`src/hdl/hsid_pkg.sv`:
```
package hsid_pkg;

  localparam int WORD_W   = 32;  // Bus and memory word
  localparam int SAMPLE_W = 16;  // One band sample
  localparam int MUL_W    = 32;  // Square of a sample difference
  localparam int ACC_W    = 48;  // Per-channel running sum
  localparam int REF_W    = 12;  // Library index, up to 4096 entries
  localparam int BANDS_W  = 9;   // Band count, up to 256
  localparam int ADR_W    = 12;  // Wishbone word address

  typedef logic [WORD_W-1:0]   word_t;
  typedef logic [SAMPLE_W-1:0] sample_t;
  typedef logic [MUL_W-1:0]    sq_t;
  typedef logic [ACC_W-1:0]    acc_t;
  typedef logic [REF_W-1:0]    ref_t;
  typedef logic [BANDS_W-1:0]  bands_t;

  typedef struct packed {
    logic  valid;   // Element present this cycle
    logic  start;   // First word of a library entry
    logic  last;    // Final word of a library entry
    ref_t  ref_id;  // Library entry index
    word_t a;       // Pixel word, two samples
    word_t b;       // Library word, two samples
  } element_t;

  typedef struct packed {
    logic  valid;
    ref_t  ref_id;
    word_t value;   // MSE of this entry
  } mse_result_t;

  typedef enum logic [1:0] {S_IDLE, S_RUN, S_DRAIN} stream_state_e;

  localparam logic [ADR_W-1:0] REG_CTRL      = 12'd0;  // Bit 0 starts a run
  localparam logic [ADR_W-1:0] REG_BANDS     = 12'd1;
  localparam logic [ADR_W-1:0] REG_LIB_COUNT = 12'd2;
  localparam logic [ADR_W-1:0] REG_STATUS    = 12'd3;  // Bit 0 busy, bit 1 done
  localparam logic [ADR_W-1:0] REG_BEST_REF  = 12'd4;
  localparam logic [ADR_W-1:0] REG_BEST_MSE  = 12'd5;
  localparam logic [ADR_W-1:0] PIX_BASE      = 12'd256;   // Pixel memory window
  localparam logic [ADR_W-1:0] LIB_BASE      = 12'd1024;  // Library memory window

endpackage

```
`src/hdl/hsid_min_search.sv`:
```
`timescale 1ns/1ps

module hsid_min_search import hsid_pkg::*; #(
  parameter int HSI_LIBRARY_SIZE = 8
) (
  input  logic        clk,
  input  logic        rst_n,
  input  logic        start,
  input  ref_t        lib_count,
  input  mse_result_t result,
  output ref_t        best_ref,
  output word_t       best_mse,
  output logic        done      // Pulse when all entries are in
);

  ref_t count;                  // Results seen this run
  logic final_res;

  assign final_res = result.valid && (count == lib_count - 1'b1);

  always_ff @(posedge clk or negedge rst_n) begin
    if (!rst_n) begin
      count    <= '0;
      best_ref <= '0;
      best_mse <= '1;
      done     <= 1'b0;
    end else begin
      done <= final_res;
      if (start) begin
        count    <= '0;
        best_ref <= '0;
        best_mse <= '1;         // Any result beats this
      end else if (result.valid) begin
        count <= count + 1'b1;
        if (result.value < best_mse) begin  // Strict, ties keep lower index
          best_mse <= result.value;
          best_ref <= result.ref_id;
        end
      end
    end
  end

  // No more results than entries requested
  assert property (@(posedge clk) disable iff (!rst_n)
    result.valid |-> (count < lib_count) && (int'(result.ref_id) < HSI_LIBRARY_SIZE));

endmodule

```
`config.mk`:
```
export PLATFORM = sky130hd
export DESIGN_NAME = hsid_min_search
export DESIGN_NICKNAME = d
export VERILOG_FILES = /design/src/hdl/hsid_pkg.sv /design/src/hdl/hsid_min_search.sv
export SDC_FILE = /design/constraint.sdc
export NUM_CORES = 1
export LEC_CHECK = 0
export BUFFER_PORTS_ARGS = -buffer_cell sky130_fd_sc_hd__buf_4
export CORE_ASPECT_RATIO = 1.75
export CORE_MARGIN = 4
export CORE_UTILIZATION = 30
export DETAILED_ROUTE_END_ITERATION = 8
export PLACE_DENSITY = 0.57
export SETUP_SLACK_MARGIN = 0.3
export SLEW_MARGIN = 20
export SYNTH_ARGS = -nofsm -noshare
export SYNTH_HDL_FRONTEND = slang
export SYNTH_SLANG_ARGS = --single-unit
```
`constraint.sdc`:
```
create_clock -name clk -period 2.95 [get_ports clk]
set_input_delay 0.1475 -clock clk [delete_from_list [all_inputs] [get_ports clk]]
set_output_delay 0.1475 -clock clk [all_outputs]
set_load 0.01 [all_outputs]
```
# After elaboration in Yosys (flattened, before gate mapping)
# Cells that the tools add are included.
dict set report totals {
  regBits 57
  in_bits 60
  out_inout_bits 45
  word_cells 20
}
dict set report classes {
  n_addsub 2
  n_lt_le_gt_ge 1
  n_eq_ne 1
  mux 8
  n_reduce_logical 4
}
# operator count
set ops {}
lappend ops {{32-bit two-way mux} 3}
lappend ops {{12-bit two-way mux} 5}
lappend ops {{32-bit < comparator} 1}
lappend ops {{12-bit by 1-bit adder with 12-bit output (second input constant)} 1}
lappend ops {{12-bit == test} 1}
lappend ops {{12-bit by 1-bit subtractor with 12-bit output (second input constant)} 1}
lappend ops {{2-bit nonzero test} 2}
lappend ops {{2-bit AND reduction} 1}
lappend ops {{1-bit logical AND} 1}

# Depth between registers and ports, before layout
dict set report logic_depth {
  word_depth 4
  mapped_depth 10
  mapped_depth_nobuf 8
}

# Worst setup path after synthesis
# Ideal clock, no wire load.
dict set report synth_timing {
  path_type {register -> register}
  from {register best_mse[6]}
  to {register best_mse[0]}
  setup_time_ns 0.075
  arrival_time_ns 2.350
  required_time_ns 2.875
  setup_slack_ns 0.525
  path_stages_with_launch 11
  n_path_buf 2
  period_less_slack_ns 2.425
  path_cell_list {dfstp_2 > inv_1 > ha_1 > a21o_1 > a211oi_1 > o21ai_1 > a2111o_1 > a21oi_2 > buf_6 > buf_12 > mux2i_1}
}
dict set report synth_via {
  elab_chain_cells 3
}
# item line_no
set synth_lines {}
lappend synth_lines {{from (decl)} hsid_min_search.sv:12} ;# output word_t best_mse,
lappend synth_lines {{from (signal assigned)} hsid_min_search.sv:36} ;# best_mse <= result.value;
lappend synth_lines {{32-bit < comparator} hsid_min_search.sv:35} ;# if (result.value < best_mse) begin
lappend synth_lines {{2-bit nonzero test (no source line)} n/a}
lappend synth_lines {{2-bit AND reduction (no source line)} n/a}
# No other way between the ends.
# A chain may end at the register's enable or synchronous reset.

# Worst setup path after layout
dict set report layout_timing {
  from {register best_mse[5]}
  to {register best_ref[9]}
}
dict set report layout_via {
  elab_chain_cells 3
}
# item line_no
set layout_lines {}
lappend layout_lines {{32-bit < comparator} hsid_min_search.sv:35}
lappend layout_lines {{2-bit nonzero test (no source line)} n/a}
lappend layout_lines {{2-bit AND reduction (no source line)} n/a}
lappend layout_lines {{to (signal assigned)} hsid_min_search.sv:37} ;# best_ref <= result.ref_id;
lappend layout_lines {{to (decl)} hsid_min_search.sv:11} ;# output ref_t best_ref,
# No other way between the ends.

==> key figures <==
Global routing
  – Combined global-route utilization of all metal layers: 14.1%
  – Vias in the first global route: 3350
  – Maximum number of pins on one net before global-route repair: 101
  – Total congestion overflow after global routing: 0
  – Global-route wire length before repair: 16300 um
  – Number of antenna violations at the first check in global routing: 0

Logic synthesis
  – Netlist area before placement: 3870 um2
  – Portion of netlist area occupied by mux cells: 11.6%
  – Synth top area cells: dfstp_2, dfrtp_1, mux2i_1, ha_1, nor2_1
  – Synth warnings: 0
  – Number of different library cells in the post-synthesis netlist: 41
  – Register area share after synthesis: 37.9%
  – Mean Syn Cell Area: 9.30 um2
  – Area fraction of the dominant cell type after synthesis: 21.7%
  – Post-synth EDFFs: 0
  – FF+latch count, synth: 57
  – Most used flip-flop cell after synthesis: dfstp_2
  – Cell type with the largest total area after synthesis: dfstp_2
  – Simple-Gate Fraction of Synth Area: 20.3%
  – Compound-cell area share of the yosys netlist: 6.56%
  – Xor and xnor area share after synthesis: 5.88%
  – Net Count, Synth: 509
  – Adder-cell share of the synthesized area: 10.7%
  – Async set or reset register ratio after synthesis: 100%
  – Number of standard cells after synthesis: 416
  – Combinational family with the most area after synthesis: simple AND/OR/NAND/NOR gates

Worst setup path
  – Data required time of the critical path: 3190 ps
  – Ordered list of cells on the worst path: inv_2 -> ha_4 -> or3_4 -> a21oi_2 -> nor3_2 -> a2111o_1 -> a21oi_4 -> buf_12 -> buf_16 -> mux2i_2
  – CP startpoint kind: register
  – Max stage delay cell, worst path: dfstp_2
  – Class of the most critical setup path: register to register
  – Crit. End Element: register
  – Crit path DAT: 2830 ps
  – Biggest cell delay along the critical path: 550 ps
  – Worst-path maximum fanout: 7

Pwr
  – Fraction of power consumed by the clock network: 42.2%
  – Sequential power share: 35.7%
  – Leak: 0.00266 uW
  – Switching power summed over all nets: 659 uW
  – Power per cell area: 481 nW/um2
  – VDD IR max: 0.255 mV
  – Internal power component: 1880 uW
  – Logic pwr share: 22.1%
  – Switching fraction of total power: 26.0%

Detailed routing
  – Post-route antenna net violation count: 0
  – DR WL met2: 5560 um
  – Residual DRC count: 0
  – Wire length on met3: 404 um
  – Number of vias after detailed routing: 3197
  – Met1 layer wirelength in the final routing: 4020 um
  – Wire length per cell after detailed routing: 14.7 um
  – Via density: 4.61
  – Routed WL: 10200 um
  – First DRT Iteration DRCs: 89
  – Count of TritonRoute iterations in the first routing pass: 4
  – Top layer used by detailed routing: met4

STA
  – Shortest period the worst path allows: 2590 ps
  – Setup repair after global routing missed its margin: yes
  – Setup TNS: 0 ps
  – Peak clock frequency supported by timing: 385 MHz
  – Rel. slew slack: 39.5%
  – Final setup vio count: 0
  – Worst-Margin Slew: 908 ps
  – Final period utilization: 87.9%
  – Worst clock skew: 6.41 ps
  – Final Max Slew Viols: 0
  – Total count of hold-check failures in the final report: 0

Placed design
  – Port bufs: 104
  – Count of placed standard cells including taps: 671
  – Final weighted congestion in routability-driven placement: 0.719
  – HPWL after detailed placement: 7170 um

Layout
  – Number of nets in the final layout: 613
  – Most frequent cells in the layout: buf_4, nor2_1, mux2i_1
  – Most frequent standard cell in the layout excluding fill and tap cells: buf_4
  – Number of standard cells in the layout, taps in and fillers out: 693
  – Synthesis-to-finish area growth: 36.1%
  – Number of antenna repair diodes: 0
  – Share of final-layout standard cells stronger than drive strength 1: 32.8%
  – Number of inserted filler cells in the final layout: 1310

Clocking
  – CTS Buf Count: 9
  – Clock transition at the register clock pins on the worst setup and hold paths after CTS: 50 ps
  – Number of levels the H-tree was split into: 3
  – Number of clock sinks seen by CTS: 57
  – Worst-skew pair later-pin latency: 320 ps
  – Clk root buf: clkbuf_16
  – Clock tree from TritonCTS: yes
  – Max Buffers Root-to-Sink: 2

Outcome
  – Run status: finished clean

Die
  – Chip height: 158 um
  – Die outline width: 93.9 um
  – Starting Density: 30.8%
  – Total die area: 14900 um2
  – Core region area: 12600 um2
  – Number of core rows: 54
  – # IOs: 105

Flow run
  – Total of max-cap violations: 0

Hold path
  – Path class of the lowest-slack min-delay path: input port to register
==> Yosys cell counts (2+ instances only) <==
master,number
a211oi_1,2
a21o_1,2
a21oi_1,14
and3_1,4
and4_1,3
buf_12,4
clkbuf_1,14
dfrtp_1,25
dfstp_2,32
ha_1,33
inv_1,34
mux2i_1,45
nand2_1,16
nand2b_1,28
nand3_1,13
nand3b_1,2
nand4_1,2
nor2_1,85
nor3_1,4
nor4b_1,2
o21a_1,2
o21ai_0,6
o21ai_1,2
xnor2_1,13
xor2_1,13
==> path summary, 6_finish.rpt <==
kind                            slack (ps)  depth (start not counted)                     from                       to
worst max register to register         360                         10  best_mse[5]$_DFFE_PN1P_  best_ref[9]$_DFFE_PN0P_
worst min-delay path                    90                          3               result[38]  best_ref[6]$_DFFE_PN0P_
max in group asynchronous             2000                          2                    rst_n     count[7]$_DFFE_PN0P_
min in group asynchronous              430                          2                    rst_n  best_ref[6]$_DFFE_PN0P_
worst max-delay path                   360                         10  best_mse[5]$_DFFE_PN1P_  best_ref[9]$_DFFE_PN0P_
worst min register to register         520                          2  best_mse[8]$_DFFE_PN1P_  best_mse[8]$_DFFE_PN1P_
==> cell families (layout without fill, tap and decap cells) <==
logic type / after synthesis / count (layout)
buffers and inverters: 53 / 162
xor gates and xnor gates: 26 / 26
AOI/OAI and AO/OA: 37 / 37
adders and majority gates: 33 / 33
DFF: 57 / 57
muxes: 45 / 45
and+or+nand+nor: 165 / 165
==> worst max-delay path: cells and delay by family (launching register included) <==
kind,cells,cell delay (ps)
AO/OA/AOI/OAI,3,720
AND/OR/NAND/NOR,2,430
adder cells (fa/ha/maj),1,220
multiplexers,1,220
buffers and inverters,3,370
flip-flops,1,550
==> repair_timing <==
item                                   4_1_cts  5_1_grt
setup endpoints to repair                   18       44
pin swaps                                    2        9
gates resized for setup                      4       12
hold buffers                                 1        0
endpoints found under the hold margin       25        0
cloned                                       1        3
setup buffers                                1        0
==> power by group through the flow <==
stage | sequential (uW) | combinational, uW | clock (uW)
after CTS | 904 | 531 | 1110
after global placement | 913 | 495 | 0
final | 904 | 561 | 1070
after floorplan | 930 | 272 | 0
after global routing | 913 | 623 | 1150
after detailed placement | 916 | 503 | 0
==> stage by stage <==
stage / total power (uW) / hold WS [ps] / worst slack, ps / util [%] / area [um2]
4_1_cts: 2550 / 67.3 / 276 / 40.8 / 5130
2_1_floorplan: 1200 / -148 / 525 / - / 3870
3_5_place_dp: 1420 / 271 / 290 / 37.8 / 4750
5_1_grt: 2690 / 88.8 / 286 / 41.9 / 5270
3_3_place_gp: 1410 / 269 / 357 / 37.8 / 4750
6_report: 2540 / 86.0 / 356 / 41.9 / 5270
==> metal layers <==
metal	vias to the layer above	track usage, %
met4	0	5.85
met3	9	3.12
li1	1594	-
met1	1521	15.4
met5	-	0
met2	73	25.8
==> final cells by class <==
cell class                 instances  area (um2)  area share, %
clock buffer                      14         274           5.20
clock inverter                     2        35.0          0.665
inverter                          34         128           2.42
multi-input combinational        306        2190           41.5
sequential                        57        1470           27.8
tap                              168         210           3.99
timing repair buffer             112         968           18.4
==> registers in the layout (all words and copies together), names as in the netlist <==
signal / flops
best_mse: 32
best_ref: 12
count: 12
done: 1
Note: power is estimated with default switching activity, not from simulation.
