--- src/hdl/hsid_pkg.sv ---
package hsid_pkg;

  localparam int WORD_W   = 32;  // Bus and memory word
  localparam int SAMPLE_W = 16;  // One band sample
  localparam int MUL_W    = 32;  // Square of a sample difference
  localparam int ACC_W    = 48;  // Per-channel running sum
  localparam int REF_W    = 12;  // Library index, up to 4096 entries
  localparam int BANDS_W  = 9;   // Band count, up to 256
  localparam int ADR_W    = 12;  // Wishbone word address

  typedef logic [WORD_W-1:0]   word_t;
  typedef logic [SAMPLE_W-1:0] sample_t;
  typedef logic [MUL_W-1:0]    sq_t;
  typedef logic [ACC_W-1:0]    acc_t;
  typedef logic [REF_W-1:0]    ref_t;
  typedef logic [BANDS_W-1:0]  bands_t;

  typedef struct packed {
    logic  valid;   // Element present this cycle
    logic  start;   // First word of a library entry
    logic  last;    // Final word of a library entry
    ref_t  ref_id;  // Library entry index
    word_t a;       // Pixel word, two samples
    word_t b;       // Library word, two samples
  } element_t;

  typedef struct packed {
    logic  valid;
    ref_t  ref_id;
    word_t value;   // MSE of this entry
  } mse_result_t;

  typedef enum logic [1:0] {S_IDLE, S_RUN, S_DRAIN} stream_state_e;

  localparam logic [ADR_W-1:0] REG_CTRL      = 12'd0;  // Bit 0 starts a run
  localparam logic [ADR_W-1:0] REG_BANDS     = 12'd1;
  localparam logic [ADR_W-1:0] REG_LIB_COUNT = 12'd2;
  localparam logic [ADR_W-1:0] REG_STATUS    = 12'd3;  // Bit 0 busy, bit 1 done
  localparam logic [ADR_W-1:0] REG_BEST_REF  = 12'd4;
  localparam logic [ADR_W-1:0] REG_BEST_MSE  = 12'd5;
  localparam logic [ADR_W-1:0] PIX_BASE      = 12'd256;   // Pixel memory window
  localparam logic [ADR_W-1:0] LIB_BASE      = 12'd1024;  // Library memory window

endpackage

--- src/hdl/hsid_streamer.sv ---
`timescale 1ns/1ps

module hsid_streamer import hsid_pkg::*; #(
  parameter int HSI_BANDS        = 16,
  parameter int HSI_LIBRARY_SIZE = 8
) (
  input  logic             clk,
  input  logic             rst_n,
  input  logic             start,
  input  bands_t           bands,
  input  ref_t             lib_count,
  input  logic             mem_we,
  input  logic [ADR_W-1:0] mem_addr,
  input  word_t            mem_data,
  output element_t         element
);

  localparam int WORDS     = HSI_BANDS / 2;            // Words per spectrum
  localparam int LIB_WORDS = HSI_LIBRARY_SIZE * WORDS;
  localparam int PIX_AW    = $clog2(WORDS);
  localparam int LIB_AW    = $clog2(LIB_WORDS);

  word_t pix_mem [WORDS];
  word_t lib_mem [LIB_WORDS];

  stream_state_e            state;
  logic [BANDS_W-2:0]       word_idx;     // Word within an entry
  logic [BANDS_W-2:0]       last_word;
  ref_t                     entry_idx;
  logic                     rd_valid, rd_last;
  logic [PIX_AW-1:0]        pix_rd_addr;
  logic [LIB_AW-1:0]        lib_rd_addr;
  logic [ADR_W-1:0]         pix_off, lib_off;
  logic                     elem_valid, elem_start, elem_last;
  ref_t                     elem_ref;
  word_t                    elem_a, elem_b;

  assign last_word   = bands[BANDS_W-1:1] - 1'b1;  // bands/2 - 1
  assign rd_valid    = (state == S_RUN);
  assign rd_last     = (word_idx == last_word);
  assign pix_rd_addr = word_idx[PIX_AW-1:0];
  assign lib_rd_addr = LIB_AW'(int'(entry_idx) * WORDS + int'(word_idx));
  assign pix_off     = mem_addr - PIX_BASE;
  assign lib_off     = mem_addr - LIB_BASE;

  // Host write port and synchronous reads
  always_ff @(posedge clk) begin
    if (mem_we) begin
      if (mem_addr >= LIB_BASE) begin
        if (int'(lib_off) < LIB_WORDS) lib_mem[lib_off[LIB_AW-1:0]] <= mem_data;
      end else if (mem_addr >= PIX_BASE && int'(pix_off) < WORDS) begin
        pix_mem[pix_off[PIX_AW-1:0]] <= mem_data;
      end
    end
    elem_a <= pix_mem[pix_rd_addr];
    elem_b <= lib_mem[lib_rd_addr];
  end

  always_ff @(posedge clk or negedge rst_n) begin
    if (!rst_n) begin
      state <= S_IDLE;
      word_idx <= '0;
      entry_idx <= '0;
      elem_valid <= 1'b0;
      elem_start <= 1'b0;
      elem_last <= 1'b0;
      elem_ref <= '0;
    end else begin
      elem_valid <= rd_valid;                          // Aligned with read data
      elem_start <= rd_valid && (word_idx == '0);
      elem_last  <= rd_valid && rd_last;
      elem_ref   <= entry_idx;
      case (state)
        S_IDLE: begin
          if (start) begin
            state     <= S_RUN;
            word_idx  <= '0;
            entry_idx <= '0;
          end
        end
        S_RUN: begin
          if (rd_last) begin
            word_idx <= '0;
            if (entry_idx == lib_count - 1'b1) state <= S_DRAIN;  // Final entry issued
            else entry_idx <= entry_idx + 1'b1;
          end else begin
            word_idx <= word_idx + 1'b1;
          end
        end
        default: state <= S_IDLE;                      // Last read lands
      endcase
    end
  end

  assign element = '{valid: elem_valid, start: elem_start, last: elem_last,
                     ref_id: elem_ref, a: elem_a, b: elem_b};

  assert property (@(posedge clk) disable iff (!rst_n)
    start |-> (bands != '0) && !bands[0] && (int'(bands) <= HSI_BANDS));

endmodule

--- config.mk ---
export PLATFORM = sky130hd
export DESIGN_NAME = hsid_streamer
export DESIGN_NICKNAME = d
export VERILOG_FILES = /design/src/hdl/hsid_pkg.sv /design/src/hdl/hsid_streamer.sv
export SDC_FILE = /design/constraint.sdc
export NUM_CORES = 2
export LEC_CHECK = 0
export BUFFER_PORTS_ARGS = -buffer_cell sky130_fd_sc_hd__buf_2
export CAP_MARGIN = 30
export CORE_UTILIZATION = 29
export DETAILED_ROUTE_END_ITERATION = 10
export PLACE_DENSITY = 0.51
export SYNTH_ARGS = -nofsm -noshare
export SYNTH_HDL_FRONTEND = slang
export SYNTH_SLANG_ARGS = --single-unit
--- constraint.sdc ---
create_clock -name clk -period 3.4 [get_ports clk]
set_input_delay 0.68 -clock clk [delete_from_list [all_inputs] [get_ports clk]]
set_output_delay 0.68 -clock clk [all_outputs]
set_load 0.02 [all_outputs]
# == After elaboration in Yosys (flattened, before gate mapping) ==
# Memory sizes are Yosys's and may differ from the RTL's. A register that Yosys moved wholly into a read port is not among the register bits.
# Cells that the tools add are included.
# word_totals
reg_bits,37
ram_bits,2304
input_bits,69
output_inout_bits,79
wordCells,55
n_memories,2
# classes
addsub,7
order_cmp,4
n_eq_ne,7
mux,19
reduce_logical,9
# mem_list
name,depth,word_bits,read_ports,rd_clocked_by_memory_dff,write_ports,line_no,text
lib_mem,64,32,1,1,1,hsid_streamer.sv:24,word_t lib_mem [LIB_WORDS];
pix_mem,8,32,1,1,1,hsid_streamer.sv:23,word_t pix_mem [WORDS];
# op_table
cell,n
$mux 12,3
$pmux 12 s2,1
$mux 8,2
$pmux 8 s2,1
$add 12x1->12 const B,1
$eq 12x12->1,1
$ge 12x11->1 const B,1
$ge 12x9->1 const B,1
$lt 12x4->1 const B,1
$lt 12x7->1 const B,1
$sub 12x1->12 const B,1
$sub 12x11->12 const B,1
$sub 12x9->12 const B,1
$add 8x1->8 const B,1
$eq 8x8->1,1
$logic_not 8->1,1
$mux 1,8
$sub 8x1->8 const B,1
$add 6x6->6,1
$mux 2,3
$ne 2x1->1 const B,2
$ne 2x2->1 const B,2
$pmux 2 s2,1
$reduce_and 4->1,1
6 further kinds,8

# == Depth between registers and ports, before layout ==
# depth
depth_word,7
depth_mapped,11
mapped_depth_nobuf,10

# == Worst setup path after synthesis ==
# OpenSTA, ideal clock, no wires.
# synth_path
path_kind,input to register
from,input port mem_addr[3]
to,"memory pix_mem[0][0] (netlist bit), enable pin"
arrival_time_ns,4.086
setup_slack_ns,-1.147
cell_stages,6
path_cell_list,clkbuf_1 -> or3_1 -> clkbuf_1 -> nor4b_1 -> nand2b_1 -> nor3_1
# synth_via
elab_chain_len,7
word_cells_on_any_way,9
cone_classes,add/sub: 1; order compare: 3; mux: 4; reduce/logical: 1
# synth_lines
element,line_no,text
start: declaration,hsid_streamer.sv:13,"input logic [ADR_W-1:0] mem_addr,"
$sub 12x9->12,hsid_streamer.sv:43,assign pix_off = mem_addr - PIX_BASE;
$lt 12x4->1,hsid_streamer.sv:51,end else if (mem_addr >= PIX_BASE && int'(pix_off) < WORDS) begin
$logic_and 1x1->1,hsid_streamer.sv:51,
$mux 1,hsid_streamer.sv:51,
$mux 1 *,hsid_streamer.sv:49,if (mem_addr >= LIB_BASE) begin
$mux 1 *,hsid_streamer.sv:48,if (mem_we) begin
$mux 1 (not written as such) *,hsid_streamer.sv:52,pix_mem[pix_off[PIX_AW-1:0]] <= mem_data;
end: declaration,hsid_streamer.sv:23,
# Every way passes the cells marked *; elsewhere a longest branch is shown, timed or not.

# == Worst setup path in the final report ==
# layout_path
from,register word_idx[4]
to,"register elem_b[16], read port of lib_mem"
# layout_via
elab_chain_len,1
# layout_lines
element,line_no,text
start: declaration,hsid_streamer.sv:27,logic [BANDS_W-2:0] word_idx;
start signal: assignment,hsid_streamer.sv:87,word_idx <= word_idx + 1'b1;
$add 6x6->6,hsid_streamer.sv:42,assign lib_rd_addr = LIB_AW'(int'(entry_idx) * WORDS + int'(word_idx));
end: declaration,hsid_streamer.sv:36,"word_t elem_a, elem_b;"
# No other way between the ends.
# A chain may end at the register's enable or synchronous reset.

==> metrics.yaml <==
run_status:
  status: "completed"
yosys:
  seq_area_frac_synth_pct: 78.4
  syn_nets: 3838
  synth_seq_cells: 2405
  ys_types: 60
  yosys_warnings: 0
  synth.area.top_cells: "edfxtp_1, mux4_2, dfxtp_1, dfrtp_1, nand2_1"
  syn_inst: 3762
  synthAdderAreaFrac_pct: 0.104
  synth_compound_area_share_pct: 0.381
  synth_edf_count: 2304
  synthMuxAreaShare_pct: 18.2
  async_flop_share_pct: 1.54
  synth_top_family_by_area: "multiplexers"
  mappedNetlistArea_sq_um: 91000
  synth_top_flop_cell: "edfxtp_1"
  synthXorXnorAreaFrac_pct: 0.308
  avgSynthCellArea_sq_um: 24.2
  synth_top_cell_area_share_pct: 76.0
  synth_area_leader_cell: "edfxtp_1"
  synth-simple-area-share_pct: 1.58
cts:
  post_cts_buffers: 0
  cts.path.max_buffers: 3
  cts_tree: "yes"
  cts_sinks: 2405
  path_clk_slew_ps: 60
  clock_latency_ps: 890
  clockRootBuffer: "clkbuf_16"
  cts-buffers-inserted: 241
  ctsHoldBuffers: 1
  postCtsResizedCells: 0
  htree_levels: 4
critical_path:
  startpoint_type: "register"
  rr_endpoint: "elem_b[16]"
  worst-setup-path-type: "register to register"
  cp-startpoint: "word_idx[4]"
  crit_arrival_ps: 3850
  rr_worst_depth: 5
  rrSetupSlack_ps: 280
  end_kind: "register"
  endpoint: "elem_b[16]"
  worst-path-max-fanout: 16
  crit_required_ps: 4130
  r2r_start: "word_idx[4]"
grt:
  grt_first_pass_wirelength_um: 337000
  grt_pass1_vias: 43000
  grt_max_degree: 73
  grt_remaining_overflow: 0
  antenna_found_initial: 41
  grt_usage_pct: 15.1
floorplanning:
  start_util_pct: 29.2
  die_h_um: 562
  core_area_sq_um: 312000
  dieWidth_um: 562
  die_area_sq_um: 316000
  rows: 205
  ios: 148
placed_design:
  port_buffers: 146
  dp_hpwl_um: 141000
  globalplace.congestion: 0.747
  dp_cells: 8160
routing:
  routed_via_density: 4.86
  drtAntennaViolNets: 0
  firstDrtPassIters: 5
  vias: 41900
  drt-total-wl_um: 240000
  initialDrtViolationCount: 4566
  wire_per_inst_um: 27.8
  drc_errors: 0
timing:
  hold_viol: 0
  rsz0062_at_grt: "false"
  finalCritPeriodShare_pct: 91.9
  final-setup-viol-count: 0
  worstMarginPinSlew_ps: 925
  fin_skew_ps: 89.4
  layout_min_cycle_time_ps: 3120
  fmax_mhz: 320
  max_slew_margin_pct: 38.3
  slew_violations: 0
layout:
  fill_cells: 28600
  area_growth_pct: 19.7
  drive_above_1_share_pct: 36.7
  final_nets: 4342
  final_util_pct: 34.9
  fin_cells: 8627
power_and_ir_drop:
  powerDensity_nw_per_um2: 801
  peakVddDrop_v: 0.000606
  leakagePower_uw: 0.0339
run:
  drv_cap: 0
min_path:
  worst_hold_startpoint: "mem_data[12]"
  hold_path_class: "primary input to register"
-- cells by family after synthesis --
family | Yosys count
buffers and inverters | 204
AOI/OAI and AO/OA | 54
DFF | 2405
muxes | 752
and+or+nand+nor | 308
adders and majority gates | 7
xor gates and xnor gates | 32
-- Yosys cell counts, drive strengths merged (3+ instances only) --
cell / n
mux2: 13
ha: 6
nor2: 87
xor2: 18
and3: 5
nor4: 6
nor2b: 4
or3: 9
nand2b: 10
and2: 5
o211ai: 4
nand2: 133
clkbuf: 92
nor3: 10
a21oi: 15
dfrtp: 37
buf: 99
nand3b: 4
or4: 4
inv: 13
o21ai: 24
nor4b: 4
xnor2: 14
edfxtp: 2304
mux4: 724
mux2i: 15
dfxtp: 64
nand4: 8
or3b: 4
nand3: 9
nor3b: 3
-- critical path, stage by stage, from the launching register on --
cell	delay (ps)
dfrtp_1	490
fa_4	890
buf_12	230
buf_4	380
mux4_2	470
mux4_2	480
-- layout by cell type, fill, tap and decap left out, types with 8 or more instances in the layout --
| master | n |
|---|---|
| mux2_2 | 12 |
| nor2_1 | 16 |
| a21oi_1 | 15 |
| o21ai_0 | 11 |
| xnor2_1 | 13 |
| buf_2 | 146 |
| nor2_4 | 70 |
| xor2_1 | 18 |
| clkbuf_8 | 20 |
| clkbuf_1 | 55 |
| or3_1 | 9 |
| nand2_1 | 133 |
| buf_4 | 158 |
| clkinv_1 | 37 |
| dfrtp_1 | 34 |
| inv_1 | 13 |
| edfxtp_1 | 2304 |
| clkbuf_16 | 243 |
| buf_12 | 147 |
| nor3_1 | 8 |
| clkinvlp_4 | 9 |
| nand2b_1 | 10 |
| dfxtp_1 | 64 |
| mux4_2 | 724 |
| bufinv_16 | 25 |
| o21ai_1 | 12 |
| mux2i_1 | 14 |
| clkinv_2 | 47 |
| diode_2 | 13 |
| nand3_1 | 9 |
-- flip-flops by register name, summed over array words and instances (netlist names) --
register and cells:
lib_mem 2048, pix_mem 256, elem_a 32, elem_b 32
elem_ref 12, entry_idx 12, word_idx 8, state 2
elem_last 1, elem_start 1, elem_valid 1
-- stage by stage --
| step | worst slack (ps) | instance area (sq um) | total power [uW] | hold WS (ps) | TNS [ps] |
|---|---|---|---|---|---|
| 2_1_floorplan | -278 | 91000 | 50200 | 349 | -64310 |
| 3_3_place_gp | 130 | 101000 | 61500 | 448 | 0 |
| 3_5_place_dp | 167 | 101000 | 61600 | 471 | 0 |
| 4_1_cts | 245 | 109000 | 88300 | 62.0 | 0 |
| 5_1_grt | 165 | 109000 | 90400 | 95.0 | 0 |
| 6_report | 277 | 109000 | 87200 | 131 | 0 |
-- area by class of cell --
type / instances / area (sq um) / area share, %
clock inverters: 133 / 1480 / 1.36
diodes: 13 / 32.5 / 0.0299
well taps: 4140 / 5180 / 4.76
inverters: 13 / 48.8 / 0.0448
repair buffers: 452 / 4870 / 4.47
clock buffers: 318 / 6560 / 6.03
multi-input cells: 1153 / 19300 / 17.8
flip-flops and latches: 2405 / 71400 / 65.6
-- metal layers --
layer	up-vias	global-route usage [%]	routed length [um]
li1	17200	-	-
met1	23200	20.8	103000
met2	1228	24.9	118000
met3	295	2.69	14400
met4	14	3.52	4830
met5	-	0	88
-- worst min-delay path by stage --
stage                                  to  slack [ps]  depth (start not counted)
after floorplan               elem_ref[5]         350                          0
after global placement       elem_ref[11]         450                          0
after detailed placement     elem_ref[11]         470                          0
after CTS                 lib_mem[60][12]          60                          1
after global routing      lib_mem[60][12]          90                          1
final                     lib_mem[60][12]         130                          1
-- power by group --
| part | switching [uW] | leakage, uW | internal, uW |
|---|---|---|---|
| Clock | 11300 | 0.00392 | 15500 |
| Sequential | 579 | 0.0217 | 33000 |
| Combinational | 14200 | 0.00828 | 12600 |
No activity file was read; power rests on OpenSTA's default activity.
