`src/hdl/hsid_pkg.sv`:
```
package hsid_pkg;

  localparam int WORD_W   = 32;  // Bus and memory word
  localparam int SAMPLE_W = 16;  // One band sample
  localparam int MUL_W    = 32;  // Square of a sample difference
  localparam int ACC_W    = 48;  // Per-channel running sum
  localparam int REF_W    = 12;  // Library index, up to 4096 entries
  localparam int BANDS_W  = 9;   // Band count, up to 256
  localparam int ADR_W    = 12;  // Wishbone word address

  typedef logic [WORD_W-1:0]   word_t;
  typedef logic [SAMPLE_W-1:0] sample_t;
  typedef logic [MUL_W-1:0]    sq_t;
  typedef logic [ACC_W-1:0]    acc_t;
  typedef logic [REF_W-1:0]    ref_t;
  typedef logic [BANDS_W-1:0]  bands_t;

  typedef struct packed {
    logic  valid;   // Element present this cycle
    logic  start;   // First word of a library entry
    logic  last;    // Final word of a library entry
    ref_t  ref_id;  // Library entry index
    word_t a;       // Pixel word, two samples
    word_t b;       // Library word, two samples
  } element_t;

  typedef struct packed {
    logic  valid;
    ref_t  ref_id;
    word_t value;   // MSE of this entry
  } mse_result_t;

  typedef enum logic [1:0] {S_IDLE, S_RUN, S_DRAIN} stream_state_e;

  localparam logic [ADR_W-1:0] REG_CTRL      = 12'd0;  // Bit 0 starts a run
  localparam logic [ADR_W-1:0] REG_BANDS     = 12'd1;
  localparam logic [ADR_W-1:0] REG_LIB_COUNT = 12'd2;
  localparam logic [ADR_W-1:0] REG_STATUS    = 12'd3;  // Bit 0 busy, bit 1 done
  localparam logic [ADR_W-1:0] REG_BEST_REF  = 12'd4;
  localparam logic [ADR_W-1:0] REG_BEST_MSE  = 12'd5;
  localparam logic [ADR_W-1:0] PIX_BASE      = 12'd256;   // Pixel memory window
  localparam logic [ADR_W-1:0] LIB_BASE      = 12'd1024;  // Library memory window

endpackage

```
`src/hdl/hsid_wb_regs.sv`:
```
`timescale 1ns/1ps

module hsid_wb_regs import hsid_pkg::*; #(
  parameter int HSI_LIBRARY_SIZE = 8
) (
  input  logic             clk,
  input  logic             rst_n,
  input  logic             wb_cyc,
  input  logic             wb_stb,
  input  logic             wb_we,
  input  logic [ADR_W-1:0] wb_adr,
  input  word_t            wb_dat_w,
  input  logic [3:0]       wb_sel,    // Whole words only
  output word_t            wb_dat_r,
  output logic             wb_ack,
  output logic             start,     // One-cycle run start
  output bands_t           bands,
  output ref_t             lib_count,
  output logic             mem_we,
  output logic [ADR_W-1:0] mem_addr,
  output word_t            mem_data,
  input  logic             done,
  input  ref_t             best_ref,
  input  word_t            best_mse
);

  logic  req, req_q, hit;
  logic  busy, done_flag;
  logic  cfg_ok;                       // Run may start with this setup
  ref_t  best_ref_q;
  word_t best_mse_q;
  word_t rd_data;

  assign req    = wb_cyc && wb_stb;
  assign hit    = req && !req_q;       // One transfer per request
  assign cfg_ok = (bands != '0) && !bands[0] && (lib_count != '0)
                  && (int'(lib_count) <= HSI_LIBRARY_SIZE);

  always_comb begin
    case (wb_adr)
      REG_BANDS:     rd_data = word_t'(bands);
      REG_LIB_COUNT: rd_data = word_t'(lib_count);
      REG_STATUS:    rd_data = word_t'({done_flag, busy});
      REG_BEST_REF:  rd_data = word_t'(best_ref_q);
      REG_BEST_MSE:  rd_data = best_mse_q;
      default:       rd_data = '0;     // CTRL and memory windows
    endcase
  end

  always_ff @(posedge clk or negedge rst_n) begin
    if (!rst_n) begin
      req_q <= 1'b0;
      wb_ack <= 1'b0;
      wb_dat_r <= '0;
      start <= 1'b0;
      mem_we <= 1'b0;
      busy <= 1'b0;
      done_flag <= 1'b0;
      bands <= '0;
      lib_count <= '0;
      best_ref_q <= '0;
      best_mse_q <= '0;
    end else begin
      req_q  <= req;
      wb_ack <= hit;
      start  <= 1'b0;
      mem_we <= 1'b0;
      if (hit) wb_dat_r <= rd_data;
      if (hit && wb_we && !busy) begin  // Setup is frozen during a run
        case (wb_adr)
          REG_CTRL: begin
            if (wb_dat_w[0] && cfg_ok) begin
              start     <= 1'b1;
              busy      <= 1'b1;
              done_flag <= 1'b0;       // Sticky done clears here
            end
          end
          REG_BANDS:     bands <= wb_dat_w[BANDS_W-1:0];
          REG_LIB_COUNT: lib_count <= wb_dat_w[REF_W-1:0];
          default:       mem_we <= (wb_adr >= PIX_BASE);  // Memory windows
        endcase
      end
      if (done) begin
        busy       <= 1'b0;
        done_flag  <= 1'b1;
        best_ref_q <= best_ref;        // Hold results for the host
        best_mse_q <= best_mse;
      end
    end
  end

  always_ff @(posedge clk) begin
    if (hit) begin
      mem_addr <= wb_adr;
      mem_data <= wb_dat_w;
    end
  end

  // Master keeps the request up while ack is high
  assert property (@(posedge clk) disable iff (!rst_n)
    wb_ack |-> wb_cyc && wb_stb);

endmodule

```
`config.mk`:
```
export PLATFORM = sky130hd
export DESIGN_NAME = hsid_wb_regs
export DESIGN_NICKNAME = d
export VERILOG_FILES = /design/src/hdl/hsid_pkg.sv /design/src/hdl/hsid_wb_regs.sv
export SDC_FILE = /design/constraint.sdc
export NUM_CORES = 1
export LEC_CHECK = 0
export BUFFER_PORTS_ARGS = -buffer_cell sky130_fd_sc_hd__buf_2
export CAP_MARGIN = 30
export CORE_ASPECT_RATIO = 1.5
export CORE_MARGIN = 1
export CORE_UTILIZATION = 30
export CTS_BUF_LIST = sky130_fd_sc_hd__clkbuf_2
export DETAILED_ROUTE_END_ITERATION = 8
export PLACE_DENSITY = 0.58
export SYNTH_ARGS = -nofsm -noshare
export SYNTH_HDL_FRONTEND = slang
export SYNTH_SLANG_ARGS = --single-unit
```
`constraint.sdc`:
```
create_clock -name clk -period 4.8 [get_ports clk]
set_clock_uncertainty 0.15 [all_clocks]
set_input_delay 0.96 -clock clk [delete_from_list [all_inputs] [get_ports clk]]
set_output_delay 0.96 -clock clk [all_outputs]
set_load 0.1 [all_outputs]
```
# ---- Yosys cells after proc, flatten, opt, wreduce, memory -nomap -nowiden
# Index checks and enable logic that the tools add are counted.
dict set report op_classes {
  n_addsub 0
  eq_ne 5
  n_div 0
  bitwise 0
  n_reduce_logical 21
  mul 0
  magnitude_cmp 2
  n_mux 14
  shift 0
}
# operator n
set op_table {}
lappend op_table {{$pmux W32 S5} 1}
lappend op_table {{$eq A12 B2 Y1 const B} 2}
lappend op_table {{$eq A12 B3 Y1 const B} 2}
lappend op_table {{$mux W1} 13}
lappend op_table {{$eq A12 B1 Y1 const B} 1}
lappend op_table {{$ge A12 B9 Y1 const B} 1}
lappend op_table {{$le A12 B4 Y1 const B} 1}
lappend op_table {{$logic_not A12 Y1} 1}
lappend op_table {{$reduce_bool A12 Y1} 1}
lappend op_table {{$reduce_bool A9 Y1} 1}
lappend op_table {{$logic_and A1 B1 Y1} 8}
lappend op_table {{$reduce_bool A2 Y1} 3}
lappend op_table {{$reduce_and A2 Y1} 2}
lappend op_table {{$logic_not A1 Y1} 3}
lappend op_table {{$reduce_and A3 Y1} 1}
lappend op_table {{$reduce_or A3 Y1} 1}
dict set report word_totals {
  wordCells 55
  mem_bits_rw 0
  inputBits 98
  output_inout_bits 100
  romBits 0
  ff_bits 147
  mem_count 0
  latchBits 0
}

# ---- Logic depth before layout (Yosys ltp)
# Gate-level depths: netlist of the first run.
dict set report depth {
  word_depth 9
  ltp_mapped 8
  depth_no_buf 6
}

# ---- Worst setup path after synthesis of the first run
# Ideal clock, no wire load.
dict set report synth_path {
  path_type {input-to-reg}
  start {input wb_cyc}
  end {register lib_count[3]}
  setup_time_ns 0.128
  required_ns 4.522
  stages 8
  path_buffers 2
  arrival_time_ns 2.953
  path_slack_ns 1.568
  cell_sequence {and2_1 > nand2b_1 > clkbuf_1 > inv_2 > nand3_2 > nor3b_2 > buf_4 > mux2_1}
}
dict set report synth_via {
  elab_chain_cells 5
}
# element line
set synth_lines {}
lappend synth_lines {{start, declared} hsid_wb_regs.sv:8} ;# input logic wb_cyc,
lappend synth_lines {{$logic_and A1 B1 Y1} hsid_wb_regs.sv:34} ;# assign req = wb_cyc && wb_stb;
lappend synth_lines {{$logic_and A1 B1 Y1} hsid_wb_regs.sv:35} ;# assign hit = req && !req_q;
lappend synth_lines {{named net hit} hsid_wb_regs.sv:27} ;# logic req, req_q, hit;
lappend synth_lines {{$logic_and A1 B1 Y1 (2 in series)} hsid_wb_regs.sv:69} ;# if (hit && wb_we && !busy) begin
lappend synth_lines {{$reduce_and A2 Y1 (no source line)} -}
lappend synth_lines {{end signal, assigned} hsid_wb_regs.sv:79} ;# REG_LIB_COUNT: lib_count <= wb_dat_w[REF_W-1:0];
lappend synth_lines {{end, declared} hsid_wb_regs.sv:18} ;# output ref_t lib_count,
# The timed path passes the listed nets, and every way through them passes these cells.
# A chain may end at the register's enable or synchronous reset.

# ---- Worst setup path in the final report of the first run
dict set report layout_path {
  start {register bands[0]}
  end {output bands[0]}
}
# element line
set layout_rtl {}
lappend layout_rtl {{start, declared} hsid_wb_regs.sv:17} ;# output bands_t bands,
lappend layout_rtl {{start signal, assigned} hsid_wb_regs.sv:78} ;# REG_BANDS: bands <= wb_dat_w[BANDS_W-1:0];
# No word-level cell between the ends.

==> results of run 1 <==
power breakdown:
group          internal, W  switching (W)  total (W)
Combinational    0.0000886       0.000195   0.000283
Clock             0.000399       0.000434   0.000833
Sequential         0.00135      0.0000223    0.00137
Total              0.00183       0.000651    0.00249
synthesized netlist by cell type, types with 2 or more instances:
library cell	count	area [sq um]
dfrtp_1	103	2580
edfxtp_1	44	1320
mux2_2	44	495
a22o_1	21	184
clkbuf_1	12	45.0
mux2_1	12	135
mux2i_1	11	110
nand2_1	10	37.5
o21ai_1	10	50.1
mux2_4	9	135
a22oi_1	8	60.1
o22a_1	7	61.3
a21oi_1	4	20.0
buf_2	4	20.0
nor2b_1	4	25.0
nor3_1	4	20.0
nor4_1	4	25.0
inv_1	3	11.3
nor2_1	3	11.3
a21o_1	2	15.0
buf_6	2	22.5
nand2b_1	2	12.5
metrics by stage:
step / hold slack [ns] / cells / setup slack [ns]
finish: 0.244 / 821 / 2.03
global placement: 0.313 / 780 / 1.16
detailed placement: 0.316 / 783 / 1.37
CTS: 0.110 / 816 / 1.90
floorplan: 0.292 / 351 / 1.57
global route: 0.104 / 819 / 1.84
path summary, 6_finish.rpt:
path | startpoint | to | slack [ns] | depth (start not counted)
worst max-delay path | bands[0] | bands[0] | 2.03 | 1
worst max register to register | lib_count[10] | done_flag | 2.65 | 4
worst min register to register | done_flag | done_flag | 0.35 | 1
worst min-delay path | wb_dat_w[26] | mem_data[26] | 0.24 | 1
min in group asynchronous | rst_n | wb_dat_r[16] | 0.49 | 2
max in group asynchronous | rst_n | best_mse_q[6] | 3.03 | 4
flip-flops by register name, indices dropped and copies added (netlist names), 9 cells and up:
name / cells
best_mse_q: 32
mem_addr: 12
best_ref_q: 12
wb_dat_r: 32
mem_data: 32
lib_count: 12
bands: 9
layout make-up:
cell class,instances,share of cell area (%)
Antenna cell,5,0.173
Clock inverter,11,2.56
Sequential cell,147,53.9
Tap cell,252,4.36
Multi-Input combinational cell,180,22.5
Timing Repair Buffer,201,14.8
Clock buffer,21,1.45
Inverter,4,0.208
kinds of logic (layout without fill, tap and decap cells):
group                     after synthesis  in the layout  synth area share [%]
AOI/OAI and AO/OA                      59             59                  7.99
xor gates and xnor gates                1              1                 0.155
and+or+nand+nor                        44             44                  5.13
buffers and inverters                  24            237                  2.02
DFF                                   147            147                  69.2
other                                   0              5                     0
muxes                                  76             76                  15.5
metal layers:
layer,global-route usage (%),vias up
met1,16.6,1847
met5,0,-
met3,5.02,28
li1,-,1724
met2,25.6,135
met4,8.41,0
timing repair:
item,in CTS,in global routing
buffers inserted,0,0
resized for setup,0,0
hold endpoints to repair,21,0
hold buffers,1,0
==> results.sh, run 1 <==
export IMPL_status="finished clean"
export IMPL_core_area_sq_um=18500
export IMPL_synthArstFlopShare_pct=70.1
export IMPL_wl_met3_microns=881
export IMPL_final_cell_mix="buf_2, dfrtp_1, mux2_2, edfxtp_1"
export IMPL_fmax_mhz=360
export IMPL_root_buffer="clkbuf_2"
export IMPL_crit_family="flip-flops"
export IMPL_synthFlopType="dfrtp_1"
export IMPL_p_leak_nw=3.44
export IMPL_postPlaceCellArea_sq_um=6920
export IMPL_cts_num_sinks=147
export IMPL_maxCapViolCount=0
export IMPL_yosys_warnings=0
export IMPL_highest_layer="met4"
export IMPL_multi_input_area_sq_um=1630
export IMPL_cts_buffers_inserted=17
export IMPL_worstMarginPinSlew_ns=0.627
export IMPL_synth_edff_count=44
export IMPL_yosysUniqueCellTypes=50
export IMPL_critical_path_class="flop to output pin"
export IMPL_drc=0
export IMPL_power_total_w=0.00249
export IMPL_gr_total_overflow=0
export IMPL_avgSynthCellArea_sq_um=16.1
export IMPL_netlist_instances=351
export IMPL_io_pins=198
export IMPL_grt_pass1_wl_microns=21600
export IMPL_cp_required_ns=3.69
export IMPL_via_per_inst=4.55
export IMPL_grt_pass1_vias=3856
export IMPL_hold_viol=0
export IMPL_cts_tree="done"
export IMPL_cts_htree_levels=4
export IMPL_setup_tns_ns=0
export IMPL_finalSetupViolations=0
export IMPL_drt_iter0_drc=191
export IMPL_critPathBufInv=1
export IMPL_wl_met1_microns=5400
export IMPL_syn_nets=449
export IMPL_insertion_delay_ns=0.72
export IMPL_clockBufferDepth=2
export IMPL_clk_pin_slew_worst_paths_ns=0.20
export IMPL_end_kind="output pin"
export IMPL_die_w_microns=114
export IMPL_ys_seq_elements=147
export IMPL_fin_crit_sh_pct=57.8
export IMPL_wl_per_cell_microns=17.2
export IMPL_num_rows=61
export IMPL_utilization_pct=39.1
export IMPL_relSlewSlack_pct=58.1
export IMPL_drv_slew=0
export IMPL_cp_data_arrival_time_ns=1.66
export IMPL_via_count=3734
export IMPL_gp_congestion=0.720
export IMPL_path_cells="buf_2"
export IMPL_portBuffers=193
export IMPL_dr_wl_met2_microns=7380
export IMPL_die_area_sq_um=19400
export IMPL_min_period_ns=2.77
export IMPL_die_h_microns=170
export IMPL_hp_class="input port to flop"
export IMPL_nets=649
export IMPL_slowest_delay_ns=0.48
export IMPL_routed_wl_microns=14100
export IMPL_final_cell_area_sq_um=7230
export IMPL_area_delta_synth_final_pct=28.2
export IMPL_seq_area_frac_synth_pct=69.2
export IMPL_nFillCells=1845
export IMPL_antenna_found_initial=5
export IMPL_grt_max_degree=61
export IMPL_p_per_area_nw_per_um2=344
export IMPL_crit_path_max_fanout=4
export IMPL_seq_area_sq_um=3900
export IMPL_initial_core_util_pct=30.5
export IMPL_final_common_cell="buf_2"
export IMPL_drt_antenna_violating_nets=0
export IMPL_critPathSlowestCell="dfrtp_1"
export IMPL_dr_pass1_iters=4
export IMPL_rsz0062_at_grt="false"
export IMPL_layout_drive_gt1_share_pct=52.1
export IMPL_grtUsageTotal_pct=15.1
export IMPL_worstSetupStartpointType="flop"
export IMPL_ir_drop_mv=0.183
export IMPL_syn_area_sq_um=5640
export IMPL_dp_hpwl_microns=10500
(Power assumes the default switching activity.)
==> run 2, diff against run 1 <==
--- a/config.mk
+++ b/config.mk
@@ -5,6 +5,7 @@
 export SDC_FILE = /design/constraint.sdc
 export NUM_CORES = 1
 export LEC_CHECK = 0
+export ABC_AREA = 1
 export BUFFER_PORTS_ARGS = -buffer_cell sky130_fd_sc_hd__buf_2
 export CAP_MARGIN = 30
 export CORE_ASPECT_RATIO = 1.5
@@ -12,7 +13,7 @@
 export CORE_UTILIZATION = 30
 export CTS_BUF_LIST = sky130_fd_sc_hd__clkbuf_2
 export DETAILED_ROUTE_END_ITERATION = 8
-export PLACE_DENSITY = 0.58
+export PLACE_DENSITY = 0.59
 export SYNTH_ARGS = -nofsm -noshare
 export SYNTH_HDL_FRONTEND = slang
 export SYNTH_SLANG_ARGS = --single-unit
==> constraint.sdc (replaced) <==
create_clock -name clk -period 2.25 [get_ports clk]
set_clock_uncertainty 0.15 [all_clocks]
set_input_delay 0.45 -clock clk [delete_from_list [all_inputs] [get_ports clk]]
set_output_delay 0.45 -clock clk [all_outputs]
set_load 0.1 [all_outputs]
==> run 2 against run 1 <==
Effect of this change: power rose by 110%; largest power group unchanged; via count rose by 35%; cell count rose by 43%; die area rose by 8.3%.
==> results.sh, run 2 <==
export IMPL_synth_top_cell_by_area="dfrtp_1"
export IMPL_synthArstFlopShare_pct=70.1
export IMPL_synth_top_area_share_pct=42.2
export IMPL_die_w_microns=119
export IMPL_hold_viol=0
export IMPL_via_per_inst=4.28
export IMPL_drc=0
export IMPL_slowest_delay_ns=0.49
export IMPL_synthTopCellsByArea="dfrtp_1, edfxtp_1, nand2_1"
export IMPL_seqPwrFrac_pct=55.5
export IMPL_netSwitchingFraction_pct=28.5
export IMPL_root_buffer="clkbuf_2"
export IMPL_worst_slack_ns=0.128
export IMPL_pwr_share_clk_pct=29.2
export IMPL_setup_tns_ns=0
export IMPL_layout_drive_gt1_share_pct=29.4
export IMPL_cts_tree="done"
export IMPL_fmax_mhz=471
export IMPL_cts_htree_levels=4
export IMPL_nFillCells=1955
export IMPL_die_area_sq_um=21000
export IMPL_critical_path_class="flop to output pin"
export IMPL_post_cts_buffers=0
export IMPL_status="finished clean"
export IMPL_drt_iter0_drc=186
export IMPL_final_common_cell="nand2_1"
export IMPL_path_depth=1
export IMPL_r2r_cells=6
export IMPL_p_sw_w=0.00150
export IMPL_post_synth_top_count_cell="nand2_1"
export IMPL_intPower_w=0.00375
export IMPL_crit_family="flip-flops"
export IMPL_ys_seq_elements=147
export IMPL_antenna_found_initial=1
export IMPL_seq_area_frac_synth_pct=63.8
export IMPL_die_h_microns=177
export IMPL_synthTopCellsByCount="nand2_1, dfrtp_1, inv_1"
export IMPL_worstMarginPinSlew_ns=0.765
export IMPL_fin_crit_sh_pct=94.3
export IMPL_area_delta_synth_final_pct=45.2
export IMPL_synth_edff_count=44
export IMPL_syn_area_sq_um=6110
export IMPL_synthFlopType="dfrtp_1"
export IMPL_seq_area_sq_um=3900
export IMPL_multi_input_area_sq_um=1850
export IMPL_clk_pin_slew_worst_paths_ns=0.20
export IMPL_portBuffers=193
export IMPL_p_leak_nw=4.35
export IMPL_initial_core_util_pct=30.8
export IMPL_worstSetupStartpointType="flop"
export IMPL_rsz0062_at_grt="false"
export IMPL_crit_start="lib_count[2]"
export IMPL_wl_per_cell_microns=14.0
export IMPL_dp_hpwl_microns=11400
export IMPL_grt_pass1_wl_microns=25800
export IMPL_via_count=5027
export IMPL_comb_power_share_pct=15.3
export IMPL_cp_data_arrival_time_ns=1.52
export IMPL_gr_total_overflow=0
export IMPL_reg_top3="best_mse_q (32), mem_data (32), wb_dat_r (32)"
export IMPL_netlist_instances=599
export IMPL_worstReg2RegStart="req_q"
export IMPL_relSlewSlack_pct=49.0
export IMPL_cts_num_sinks=147
export IMPL_hp_class="input port to flop"
export IMPL_gp_congestion=0.802
export IMPL_cp_required_ns=1.65
export IMPL_critPathBufInv=1
export IMPL_yosys_warnings=0
export IMPL_grt_max_degree=104
export IMPL_clockBufferDepth=2
export IMPL_rr_endpoint="bands[2]"
export IMPL_maxCapViolCount=0
export IMPL_io_pins=198
export IMPL_critPathSlowestCell="dfrtp_1"
export IMPL_cts_buffers_inserted=17
export IMPL_core_area_sq_um=19900
export IMPL_yosysUniqueCellTypes=28
export IMPL_path_cells="buf_4"
export IMPL_end_kind="output pin"
export IMPL_grt_pass1_vias=5051
export IMPL_crit_path_max_fanout=4
export IMPL_reg2reg_setup_slack_ns=0.66
export IMPL_syn_nets=697
export IMPL_dpl_worst_slack_ns=0.204
export IMPL_avgSynthCellArea_sq_um=10.2
export IMPL_routed_wl_microns=16400
export IMPL_insertion_delay_ns=0.71
export IMPL_min_period_ns=2.12
export IMPL_finalSetupViolations=0
export IMPL_num_rows=63
export IMPL_ir_drop_mv=0.444
export IMPL_dr_pass1_iters=5
export IMPL_final_cell_mix="nand2_1, buf_2, dfrtp_1, dlygate4sd3_1, inv_1"
export IMPL_p_per_area_nw_per_um2=591
export IMPL_drv_slew=0
export IMPL_drt_antenna_violating_nets=0
export IMPL_grtUsageTotal_pct=16.3
export IMPL_crit_path_end="lib_count[2]"
export IMPL_nets=999
[run 2: cell count changes after synthesis, sizes merged, moves of 7 or more]
cell,delta
mux2i,-11
o22a,-7
mux2,-65
a22o,-21
inv,+57
nor2,+29
nand3,+47
nand2,+204
a22oi,-8
o21ai,+32
o31ai,+20
[run 2: worst reg2reg max path: stages, from the launching register on]
cell and delay [ns]:
dfrtp_1 0.48, nor2_8 0.16, inv_4 0.07, nor2_4 0.11
nand3_2 0.30, nand2_1 0.15, o21ai_1 0.08
[run 2: worst min path at each step]
stage / startpoint / cells after the start / slack, ns / end
floorplan: rst_n / 0 / 0.004 / bands[0]
global placement: done_flag / 2 / 0.31 / done_flag
detailed placement: best_ref_q[9] / 2 / 0.31 / best_ref_q[9]
CTS: done / 4 / 0.0002 / best_mse_q[19]
global route: wb_cyc / 4 / 0.02 / wb_ack
finish: done / 4 / 0.11 / best_mse_q[19]
[run 2: what timing repair did]
action	in CTS	in global routing
hold buffers	103	0
gates resized for setup	36	36
hold endpoints to repair	214	0
cloned	0	0
endpoints found under the setup margin	35	36
[run 2: routing by layer]
| layer | vias to the layer above | GRT usage (%) | wire (microns) |
|---|---|---|---|
| met5 | - | 0 | 0 |
| met1 | 2316 | 17.0 | 6360 |
| met3 | 25 | 4.48 | 819 |
| met4 | 0 | 6.96 | 411 |
| met2 | 153 | 30.5 | 8790 |
| li1 | 2533 | - | - |
[run 2: per-stage QoR]
step,power (W),hold slack (ns),util (%),cell area [sq um],std cells
after floorplan,0.00339,0.00441,-,6110,599
after global placement,0.00361,0.305,37.3,7410,1039
after detailed placement,0.00362,0.312,37.3,7410,1039
after CTS,0.00535,0.000153,44.1,8770,1173
after global routing,0.00552,0.0172,44.7,8880,1174
final,0.00524,0.109,44.7,8880,1174
[run 2: power groups by stage]
stage	registers, W	clock network [W]	logic, W
after CTS	0.00291	0.00163	0.000805
after global routing	0.00293	0.00173	0.000867
after floorplan	0.00322	0	0.000170
final	0.00291	0.00153	0.000801
after detailed placement	0.00296	0	0.000657
after global placement	0.00296	0	0.000650
[run 2: cell type report]
type / instances / share of cell area (%)
Antenna cell: 1 / 0.0282
Clock buffer: 19 / 1.07
Clock inverter: 12 / 1.58
Inverter: 62 / 2.65
Multi-Input combinational cell: 366 / 20.9
Sequential cell: 147 / 43.9
Tap cell: 260 / 3.67
Timing Repair Buffer: 307 / 26.2
[run 2: cell families (layout without fill, tap and decap cells)]
| kind of cell | Yosys count | count (layout) | share of synthesized area [%] |
|---|---|---|---|
| DFF | 147 | 147 | 63.8 |
| and+or+nand+nor | 298 | 298 | 20.6 |
| other | 0 | 1 | 0 |
| buffers and inverters | 86 | 400 | 5.92 |
| AOI/OAI and AO/OA | 68 | 68 | 9.70 |
